### config.mk
export PLATFORM = sky130hd
export DESIGN_NAME = mipsCore
export DESIGN_NICKNAME = d
export VERILOG_FILES = /design/src/isaPkg.sv /design/src/pipeDefsPkg.sv /design/src/decodedOpIf.sv /design/src/decodeStage.sv /design/src/executeStage.sv /design/src/instrFifo.sv /design/src/mipsCore.sv /design/src/registerFile.sv /design/src/resultStage.sv
export SDC_FILE = /design/constraint.sdc
export NUM_CORES = 2
export LEC_CHECK = 0
export BUFFER_PORTS_ARGS = -buffer_cell sky130_fd_sc_hd__buf_2
export CAP_MARGIN = 0
export CORE_MARGIN = 1.5
export CORE_UTILIZATION = 39
export DETAILED_ROUTE_END_ITERATION = 7
export GPL_TIMING_DRIVEN = 0
export PLACE_DENSITY_LB_ADDON = 0.2
export SYNTH_ARGS = -nofsm -noshare
export SYNTH_HDL_FRONTEND = slang
export SYNTH_SLANG_ARGS = --single-unit
### constraint.sdc
create_clock -name clk -period 6.5 [get_ports clk]
set_input_delay 1.3 -clock clk [delete_from_list [all_inputs] [get_ports clk]]
set_output_delay 1.3 -clock clk [all_outputs]
set_load 0.005 [all_outputs]
### src/isaPkg.sv
package isaPkg;

    // Word and register index widths
    localparam int WordWidth = 32;
    localparam int RegIdxWidth = 5;

    // Major opcodes
    localparam logic [5:0] OpcodeRtype = 6'h00;
    localparam logic [5:0] OpAddi = 6'h08;
    localparam logic [5:0] OpAndi = 6'h0C;
    localparam logic [5:0] OpOri = 6'h0D;
    localparam logic [5:0] OpLui = 6'h0F;

    // R-type funct codes
    localparam logic [5:0] FunctSll = 6'h00;
    localparam logic [5:0] FunctSrl = 6'h02;
    localparam logic [5:0] FunctAdd = 6'h20;
    localparam logic [5:0] FunctSub = 6'h22;
    localparam logic [5:0] FunctAnd = 6'h24;
    localparam logic [5:0] FunctOr = 6'h25;
    localparam logic [5:0] FunctXor = 6'h26;
    localparam logic [5:0] FunctSlt = 6'h2A;

    // One instruction word, seen as R-type or I-type fields
    typedef union packed {
        struct packed {
            logic [5:0] opcode;
            logic [RegIdxWidth-1:0] rs;
            logic [RegIdxWidth-1:0] rt;
            logic [RegIdxWidth-1:0] rd;
            logic [4:0] shamt;
            logic [5:0] funct;
        } rType;
        struct packed {
            logic [5:0] opcode;
            logic [RegIdxWidth-1:0] rs;
            logic [RegIdxWidth-1:0] rt;
            logic [15:0] imm;
        } iType;
    } instrWord;

endpackage

### src/pipeDefsPkg.sv
package pipeDefsPkg;

    // ALU operation code width
    localparam int AluOpWidth = 4;

    // Arithmetic
    localparam logic [AluOpWidth-1:0] AluAdd = 4'd0;
    localparam logic [AluOpWidth-1:0] AluSub = 4'd1;
    localparam logic [AluOpWidth-1:0] AluSlt = 4'd5;

    // Bitwise logic
    localparam logic [AluOpWidth-1:0] AluAnd = 4'd2;
    localparam logic [AluOpWidth-1:0] AluOr = 4'd3;
    localparam logic [AluOpWidth-1:0] AluXor = 4'd4;

    // Shifts, amount taken from operand B
    localparam logic [AluOpWidth-1:0] AluSll = 4'd6;
    localparam logic [AluOpWidth-1:0] AluSrl = 4'd7;

    // Immediate into the upper half
    localparam logic [AluOpWidth-1:0] AluLui = 4'd8;

endpackage

### src/decodedOpIf.sv
`timescale 1ns/1ps

interface decodedOpIf import isaPkg::*, pipeDefsPkg::*; ();

    // Bubble marker
    logic valid;
    logic [AluOpWidth-1:0] aluOp;

    // Operand values as read in decode
    logic [WordWidth-1:0] operandA;
    logic [WordWidth-1:0] operandB;

    // Source registers for forwarding match
    logic [RegIdxWidth-1:0] srcA;
    logic [RegIdxWidth-1:0] srcB;
    logic usesSrcB;

    logic [RegIdxWidth-1:0] destReg;

    modport decode(
        output valid, aluOp, operandA, operandB, srcA, srcB, destReg, usesSrcB
    );

    modport execute(
        input valid, aluOp, operandA, operandB, srcA, srcB, destReg, usesSrcB
    );

endinterface

### src/decodeStage.sv
`timescale 1ns/1ps

module decodeStage import isaPkg::*, pipeDefsPkg::*; #(
    parameter int FifoDepth = 4
) (
    input  logic clk,
    input  logic reset,
    input  logic instrValid,
    input  logic [WordWidth-1:0] instr,
    input  logic advance,
    output logic instrCredit,
    input  logic wbEnable,
    input  logic [RegIdxWidth-1:0] wbReg,
    input  logic [WordWidth-1:0] wbData,
    decodedOpIf.decode decOut
);

    logic queueEmpty;
    logic [WordWidth-1:0] queueHead;
    logic pop;
    instrWord word;
    logic [WordWidth-1:0] valueA;
    logic [WordWidth-1:0] valueB;

    // Decoded fields for the next decode register load
    logic known;
    logic [AluOpWidth-1:0] aluOp;
    logic [WordWidth-1:0] operandA;
    logic [WordWidth-1:0] operandB;
    logic [RegIdxWidth-1:0] srcA;
    logic [RegIdxWidth-1:0] destReg;
    logic usesSrcB;

    instrFifo #(.FifoDepth(FifoDepth)) instrQueue (
        .clk(clk),
        .reset(reset),
        .pushValid(instrValid),
        .pushData(instr),
        .pop(pop),
        .empty(queueEmpty),
        .head(queueHead)
    );

    assign word = queueHead;

    // rs and rt read straight from the queue head
    registerFile regFile (
        .clk(clk),
        .reset(reset),
        .readA(word.rType.rs),
        .readB(word.rType.rt),
        .valueA(valueA),
        .valueB(valueB),
        .writeEnable(wbEnable),
        .writeReg(wbReg),
        .writeData(wbData)
    );

    // Take one word per advance, bubble if queue is empty
    assign pop = advance && !queueEmpty;

    always_comb begin
        known = 1'b1;
        aluOp = AluAdd;
        operandA = valueA;
        operandB = '0;
        srcA = word.rType.rs;
        destReg = word.iType.rt;
        usesSrcB = 1'b0;
        case (word.rType.opcode)
            OpcodeRtype: begin
                destReg = word.rType.rd;
                operandB = valueB;
                usesSrcB = 1'b1;
                case (word.rType.funct)
                    FunctAdd: aluOp = AluAdd;
                    FunctSub: aluOp = AluSub;
                    FunctAnd: aluOp = AluAnd;
                    FunctOr:  aluOp = AluOr;
                    FunctXor: aluOp = AluXor;
                    FunctSlt: aluOp = AluSlt;
                    FunctSll, FunctSrl: begin
                        // Shift rt by shamt; rt moves to the A side
                        aluOp = (word.rType.funct == FunctSll) ? AluSll : AluSrl;
                        operandA = valueB;
                        srcA = word.rType.rt;
                        operandB = WordWidth'(word.rType.shamt);
                        usesSrcB = 1'b0;
                    end
                    default: known = 1'b0;
                endcase
            end
            // Sign-extended immediate
            OpAddi: begin
                aluOp = AluAdd;
                operandB = {{(WordWidth - 16){word.iType.imm[15]}}, word.iType.imm};
            end
            // Logical immediates are zero-extended
            OpAndi: begin
                aluOp = AluAnd;
                operandB = WordWidth'(word.iType.imm);
            end
            OpOri: begin
                aluOp = AluOr;
                operandB = WordWidth'(word.iType.imm);
            end
            OpLui: begin
                aluOp = AluLui;
                operandB = WordWidth'(word.iType.imm);
            end
            default: known = 1'b0;
        endcase
    end

    // Control; unknown words still return their credit
    always_ff @(posedge clk) begin
        if (reset) begin
            decOut.valid <= 1'b0;
            instrCredit <= 1'b0;
        end else begin
            instrCredit <= pop;
            if (advance) begin
                decOut.valid <= pop && known;
            end
        end
    end

    // Decode register payload
    always_ff @(posedge clk) begin
        if (advance) begin
            decOut.aluOp <= aluOp;
            decOut.operandA <= operandA;
            decOut.operandB <= operandB;
            decOut.srcA <= srcA;
            decOut.srcB <= word.rType.rt;
            decOut.destReg <= destReg;
            decOut.usesSrcB <= usesSrcB;
        end
    end

endmodule

### src/executeStage.sv
`timescale 1ns/1ps

module executeStage import isaPkg::*, pipeDefsPkg::*; (
    input  logic clk,
    input  logic reset,
    input  logic advance,
    decodedOpIf.execute decIn,
    input  logic fwdValid,
    input  logic [RegIdxWidth-1:0] fwdReg,
    input  logic [WordWidth-1:0] fwdValue,
    output logic exValid,
    output logic [RegIdxWidth-1:0] exDest,
    output logic [WordWidth-1:0] exValue
);

    logic fwdHit;
    logic [WordWidth-1:0] opA;
    logic [WordWidth-1:0] opB;
    logic [WordWidth-1:0] aluResult;

    // Register 0 result never forwarded
    assign fwdHit = fwdValid && fwdReg != '0;
    assign opA = (fwdHit && fwdReg == decIn.srcA) ? fwdValue : decIn.operandA;
    // B only for register-register ops
    assign opB = (fwdHit && decIn.usesSrcB && fwdReg == decIn.srcB) ?
                 fwdValue : decIn.operandB;

    always_comb begin
        case (decIn.aluOp)
            AluAdd: aluResult = opA + opB;
            AluSub: aluResult = opA - opB;
            AluAnd: aluResult = opA & opB;
            AluOr:  aluResult = opA | opB;
            AluXor: aluResult = opA ^ opB;
            // Signed compare
            AluSlt: aluResult = WordWidth'($signed(opA) < $signed(opB));
            AluSll: aluResult = opA << opB[4:0];
            AluSrl: aluResult = opA >> opB[4:0];
            AluLui: aluResult = {opB[15:0], 16'h0000};
            default: aluResult = '0;
        endcase
    end

    always_ff @(posedge clk) begin
        if (reset) begin
            exValid <= 1'b0;
        end else if (advance) begin
            exValid <= decIn.valid;
        end
    end

    // Execute register payload
    always_ff @(posedge clk) begin
        if (advance) begin
            exDest <= decIn.destReg;
            exValue <= aluResult;
        end
    end

endmodule

### src/instrFifo.sv
`timescale 1ns/1ps

module instrFifo import isaPkg::*; #(
    parameter int FifoDepth = 4
) (
    input  logic clk,
    input  logic reset,
    input  logic pushValid,
    input  logic [WordWidth-1:0] pushData,
    input  logic pop,
    output logic empty,
    output logic [WordWidth-1:0] head
);

    localparam int PtrWidth = (FifoDepth > 1) ? $clog2(FifoDepth) : 1;
    localparam int CountWidth = $clog2(FifoDepth + 1);

    logic [WordWidth-1:0] slots [FifoDepth];
    logic [PtrWidth-1:0] readPtr;
    logic [PtrWidth-1:0] writePtr;
    logic [CountWidth-1:0] count;

    // Wrap at depth, which need not be a power of two
    function automatic logic [PtrWidth-1:0] nextPtr(input logic [PtrWidth-1:0] ptr);
        if (ptr == PtrWidth'(FifoDepth - 1)) begin
            return '0;
        end
        return ptr + 1'b1;
    endfunction

    always_ff @(posedge clk) begin
        if (reset) begin
            readPtr <= '0;
            writePtr <= '0;
            count <= '0;
        end else begin
            if (pushValid) begin
                writePtr <= nextPtr(writePtr);
            end
            if (pop) begin
                readPtr <= nextPtr(readPtr);
            end
            // Push and pop in one cycle cancel out
            count <= count + CountWidth'(pushValid) - CountWidth'(pop);
        end
    end

    // Storage
    always_ff @(posedge clk) begin
        if (pushValid) begin
            slots[writePtr] <= pushData;
        end
    end

    assign empty = (count == '0);
    assign head = slots[readPtr];

endmodule

### src/mipsCore.sv
`timescale 1ns/1ps

module mipsCore import isaPkg::*; #(
    parameter int FifoDepth = 4,
    parameter int ResultCredits = 2
) (
    input  logic clk,
    input  logic reset,
    input  logic instrValid,
    input  logic [WordWidth-1:0] instr,
    output logic instrCredit,
    output logic resultValid,
    output logic [RegIdxWidth-1:0] resultReg,
    output logic [WordWidth-1:0] resultData,
    input  logic resultCreditReturn
);

    // Stall from result stage
    logic advance;

    // Execute register to result stage
    logic exValid;
    logic [RegIdxWidth-1:0] exDest;
    logic [WordWidth-1:0] exValue;

    // Forwarding path back into execute
    logic fwdValid;
    logic [RegIdxWidth-1:0] fwdReg;
    logic [WordWidth-1:0] fwdValue;

    // Register file write port
    logic wbEnable;
    logic [RegIdxWidth-1:0] wbReg;
    logic [WordWidth-1:0] wbData;

    decodedOpIf decodedOp ();

    decodeStage #(.FifoDepth(FifoDepth)) decodeUnit (
        .clk(clk),
        .reset(reset),
        .instrValid(instrValid),
        .instr(instr),
        .advance(advance),
        .instrCredit(instrCredit),
        .wbEnable(wbEnable),
        .wbReg(wbReg),
        .wbData(wbData),
        .decOut(decodedOp.decode)
    );

    executeStage executeUnit (
        .clk(clk),
        .reset(reset),
        .advance(advance),
        .decIn(decodedOp.execute),
        .fwdValid(fwdValid),
        .fwdReg(fwdReg),
        .fwdValue(fwdValue),
        .exValid(exValid),
        .exDest(exDest),
        .exValue(exValue)
    );

    resultStage #(.ResultCredits(ResultCredits)) resultUnit (
        .clk(clk),
        .reset(reset),
        .exValid(exValid),
        .exDest(exDest),
        .exValue(exValue),
        .resultCreditReturn(resultCreditReturn),
        .advance(advance),
        .resultValid(resultValid),
        .resultReg(resultReg),
        .resultData(resultData),
        .fwdValid(fwdValid),
        .fwdReg(fwdReg),
        .fwdValue(fwdValue),
        .wbEnable(wbEnable),
        .wbReg(wbReg),
        .wbData(wbData)
    );

endmodule

### src/registerFile.sv
`timescale 1ns/1ps

module registerFile import isaPkg::*; (
    input  logic clk,
    input  logic reset,
    input  logic [RegIdxWidth-1:0] readA,
    input  logic [RegIdxWidth-1:0] readB,
    output logic [WordWidth-1:0] valueA,
    output logic [WordWidth-1:0] valueB,
    input  logic writeEnable,
    input  logic [RegIdxWidth-1:0] writeReg,
    input  logic [WordWidth-1:0] writeData
);

    logic [WordWidth-1:0] regs [32];

    // Register 0 never written, so it stays zero after reset
    always_ff @(posedge clk) begin
        if (reset) begin
            for (int i = 0; i < 32; i++) begin
                regs[i] <= '0;
            end
        end else if (writeEnable && writeReg != '0) begin
            regs[writeReg] <= writeData;
        end
    end

    // Same-cycle write shows up on the read ports
    assign valueA = (writeEnable && writeReg != '0 && writeReg == readA) ?
                    writeData : regs[readA];
    assign valueB = (writeEnable && writeReg != '0 && writeReg == readB) ?
                    writeData : regs[readB];

endmodule

### src/resultStage.sv
`timescale 1ns/1ps

module resultStage import isaPkg::*; #(
    parameter int ResultCredits = 2
) (
    input  logic clk,
    input  logic reset,
    input  logic exValid,
    input  logic [RegIdxWidth-1:0] exDest,
    input  logic [WordWidth-1:0] exValue,
    input  logic resultCreditReturn,
    output logic advance,
    output logic resultValid,
    output logic [RegIdxWidth-1:0] resultReg,
    output logic [WordWidth-1:0] resultData,
    output logic fwdValid,
    output logic [RegIdxWidth-1:0] fwdReg,
    output logic [WordWidth-1:0] fwdValue,
    output logic wbEnable,
    output logic [RegIdxWidth-1:0] wbReg,
    output logic [WordWidth-1:0] wbData
);

    localparam int CreditWidth = $clog2(ResultCredits + 1);

    logic [CreditWidth-1:0] creditCount;
    logic haveCredit;

    assign haveCredit = (creditCount != '0);

    // Only a held item without credit stalls the pipe
    assign advance = !exValid || haveCredit;
    assign resultValid = exValid && haveCredit;
    assign resultReg = exDest;
    assign resultData = exValue;

    // Held item stays a forwarding source while stalled
    assign fwdValid = exValid;
    assign fwdReg = exDest;
    assign fwdValue = exValue;

    // Write back only when the result leaves
    assign wbEnable = resultValid;
    assign wbReg = exDest;
    assign wbData = exValue;

    // Return and spend in one cycle leave the count unchanged
    always_ff @(posedge clk) begin
        if (reset) begin
            creditCount <= CreditWidth'(ResultCredits);
        end else begin
            creditCount <= creditCount + CreditWidth'(resultCreditReturn)
                           - CreditWidth'(resultValid);
        end
    end

endmodule

==> flow_summary.toml <==
[global_routing]
first_global_vias = 52700
globalRouteOverflowTotal = 0
gr-usage-all-layers_pct = 31.0
maximum_number_of_pins_on_one_net_before_global_route_repair = 65
grt_pass1_wl_um = 421000
antenna_found_initial = 30

[placed_design]
gp_congestion = 1.02
detailed_place_hpwl_um = 251000
placement.io_buffers = 73

[pwr]
peakVddDrop_mv = 0.289
power.total_w = 0.0413
power-per-cell-area_mw_per_mm2 = 487
power.leakage_nw = 30.0

[run_status]
violations = "DRC, capacitance limit, slew limit, setup timing"
outcome = "finished, violations left"

[drt]
detail_route.vias_per_cell = 6.30
drc_errors = 1
first_iter_violations = 7774
num_vias = 54200
drt.antenna.violating_nets = 0
wl_per_cell_um = 35.9
wirelength_um = 309000
drt-pass1-iter-count = 8

[synthesis]
seq_area_frac_synth_pct = 50.9
netlist_instances = 5681
warnings_from_yosys = 0
synth_simple_gate_area_share_pct = 13.7
mappedNetlistArea_mm2 = 0.0757
synth_compound_area_share_pct = 7.92
synth-main-ff-cell = "sky130_fd_sc_hd__edfxtp_1"
ys_seq_elements = 1287
async_flop_share_pct = 0
synth-adder-area-share_pct = 1.83
main_combinational_cell_family_by_area_after_synthesis = "multiplexers"
synth_mux_area_share_pct = 21.6
synth_enable_flop_cells = 1273
post_synthesis_mean_instance_area_um2 = 13.3
post_synth_xor_area_fraction_pct = 0.382
synth.lib_cells_used.distinct = 99

[setup_path]
critical_path.reg2reg.endpoint = "executeUnit.exValue[0]"
worst-endpoint-arrival_ns = 7.01
timing.reg2reg.setup_slack_ns = -0.05
reg2regPathDepth = 19
cp_data_required_time_ns = 6.96
critical_path.startpoint_type = "register"
end_kind = "register"
path_max_fanout = 11
worst_r2r_startpoint = "executeUnit.exDest[4]"
timing_worst_setup_path_type = "register to register"

[cells_and_area]
post_route_cells_drive_above_1_share_pct = 20.7
final.fill_count = 17600
post_layout_nets = 6104
mostFrequentLayoutCell = "sky130_fd_sc_hd__edfxtp_1"
mostFrequentLayoutCells = "sky130_fd_sc_hd__edfxtp_1, sky130_fd_sc_hd__and2_1, sky130_fd_sc_hd__mux4_2"
area_delta_synth_final_pct = 12.1

[clocking]
maximum_clock_path_buffer_count = 3
cts_root_buf = "sky130_fd_sc_hd__clkbuf_16"
cts_buffers = 145
clk_latency_ns = 0.83
htreeDepth = 4
cts.sink_count = 1287
worst_setup_hold_path_clk_slew_ns = 0.06
cts_tree = "yes"

[sta]
period_share_pct = 101
slew_viol_final = 9
finalSetupViolations = 1
achievable-frequency_mhz = 153
least_setup_slack_across_all_paths_after_layout_ns = -0.0466
period_minus_slack_ns = 6.55
post_route_setup_tns_ns = -0.0466
clock-skew-final_ns = 0.0681
unrepaired_setup_endpoints_after_global_routing = "true"
max_slew_margin_pct = -11.9
finalHoldViolations = 0
worst-slew-pin-transition_ns = 1.64

[min_path]
hp-start = "decodeUnit.decOut.destReg[1]"
holdPathEnd = "executeUnit.exDest[1]"
hold_critical_path_depth = 0
min_path_type = "register to register"

[die]
design.die.area_mm2 = 0.197
core-area_mm2 = 0.193
initial_core_util_pct = 39.3
top_level_ports = 75
dieHeight_um = 444
std_cell_rows = 161
die_w_um = 444

[job]
max_cap_viol_count = 2
-- critical path, cell delays in order, from the launching register on --
cell,delay [ns]
sky130_fd_sc_hd__edfxtp_1,0.47
sky130_fd_sc_hd__buf_4,0.27
sky130_fd_sc_hd__xnor2_2,0.27
sky130_fd_sc_hd__o311ai_4,0.18
sky130_fd_sc_hd__buf_4,0.19
sky130_fd_sc_hd__buf_4,0.15
sky130_fd_sc_hd__o21ai_4,0.33
sky130_fd_sc_hd__nand2_2,0.25
sky130_fd_sc_hd__buf_2,0.36
sky130_fd_sc_hd__ha_1,0.31
sky130_fd_sc_hd__fa_1,0.49
sky130_fd_sc_hd__o21bai_1,0.22
sky130_fd_sc_hd__nand2_1,0.19
sky130_fd_sc_hd__a211oi_4,0.36
sky130_fd_sc_hd__nor2_1,0.14
sky130_fd_sc_hd__o31a_1,0.40
sky130_fd_sc_hd__o41ai_4,0.29
sky130_fd_sc_hd__a221oi_2,0.14
sky130_fd_sc_hd__o211ai_1,0.78
sky130_fd_sc_hd__o211ai_1,0.36
-- stage by stage --
stage          worst slack [ns]  utilization [%]  area (µm²)  hold slack (ns)  cells
2_1_floorplan             0.797                -       75800            0.400   5712
3_3_place_gp              -2.37             41.2       79300            0.402   8311
3_5_place_dp              -2.19             41.3       79600            0.408   8325
4_1_cts                  0.0143             44.0       84700            0.422   8592
5_1_grt                 -0.0164             44.0       84800            0.429   8600
6_report                -0.0466             44.1       84800            0.424   8605
-- layer usage --
metal | vias to the layer above | part of all wire, % | global-route usage, %
met3 | 556 | 8.8 | 5.39
met1 | 28100 | 38 | 40.4
met2 | 3042 | 47 | 49.5
met5 | - | 0.012 | 0
met4 | 6 | 6.3 | 16.6
li1 | 22500 | - | -
-- area by class of cell --
type | instances | area, µm² | area share [%]
flip-flops and latches | 1287 | 38500 | 45.4
multi-input cells | 3738 | 34900 | 41.1
clock buffers | 172 | 3790 | 4.47
well taps | 2526 | 3160 | 3.73
plain buffers | 565 | 2390 | 2.82
clock inverters | 89 | 838 | 0.988
repair buffers | 111 | 806 | 0.950
inverters | 111 | 417 | 0.491
diodes | 6 | 15.0 | 0.0177
-- worst max path at each step --
stage	slack, ns	to	cells after the start	startpoint
final	-0.05	executeUnit.exValue[0]	19	executeUnit.exDest[4]
after global routing	-0.02	executeUnit.exValue[0]	19	executeUnit.exDest[2]
after detailed placement	-2.19	executeUnit.exValue[0]	20	executeUnit.exDest[3]
after floorplan	0.80	executeUnit.exValue[30]	20	executeUnit.exDest[3]
after global placement	-2.37	executeUnit.exValue[0]	20	executeUnit.exDest[3]
after CTS	0.01	executeUnit.exValue[0]	18	executeUnit.exDest[0]
-- registers in the layout (all words and copies together), names as in the netlist, 4 cells and up, named ones only --
name,count
decodeUnit.decOut.aluOp,4
decodeUnit.decOut.destReg,5
decodeUnit.decOut.operandA,32
decodeUnit.decOut.operandB,32
decodeUnit.decOut.srcA,5
decodeUnit.decOut.srcB,5
decodeUnit.instrQueue.slots,128
decodeUnit.regFile.regs,1024
executeUnit.exDest,5
executeUnit.exValue,32
-- report_power, final --
group          total [W]  internal (W)  switching (W)
Sequential        0.0107       0.00991       0.000777
Clock            0.00823       0.00460        0.00363
Combinational     0.0224       0.00779         0.0146
-- cells in the mapped netlist (all sizes together), types with 40 or more instances --
cell	instances	area [µm²]
a211oi	62	470
a21oi	152	761
a22oi	44	330
and2	946	5920
buf	165	772
clkbuf	411	1540
edfxtp	1273	38200
ha	106	1330
inv	109	409
mux2i	104	1040
mux4	672	15100
nand2	329	1240
nand2b	60	375
nand3	97	485
nor2	170	646
nor3	142	716
o211ai	60	450
o21ai	209	1060
or2	40	250
-- logic make-up (layout without fill, tap and decap cells) --
logic type | Yosys count | in the layout
simple gates | 1895 | 1895
flops | 1287 | 1287
compound gates | 875 | 875
mux | 794 | 794
buf+inv | 687 | 1048
fa+ha+maj | 109 | 109
xor+xnor | 33 | 33
other cells | 1 | 38
-- repair_timing --
item	in CTS	in global routing
setup endpoints to repair	28	7
pin swaps	7	5
buffers inserted	13	8
gates resized for setup	90	31
hold buffers	0	0
Power figures use the tool's default switching activity.
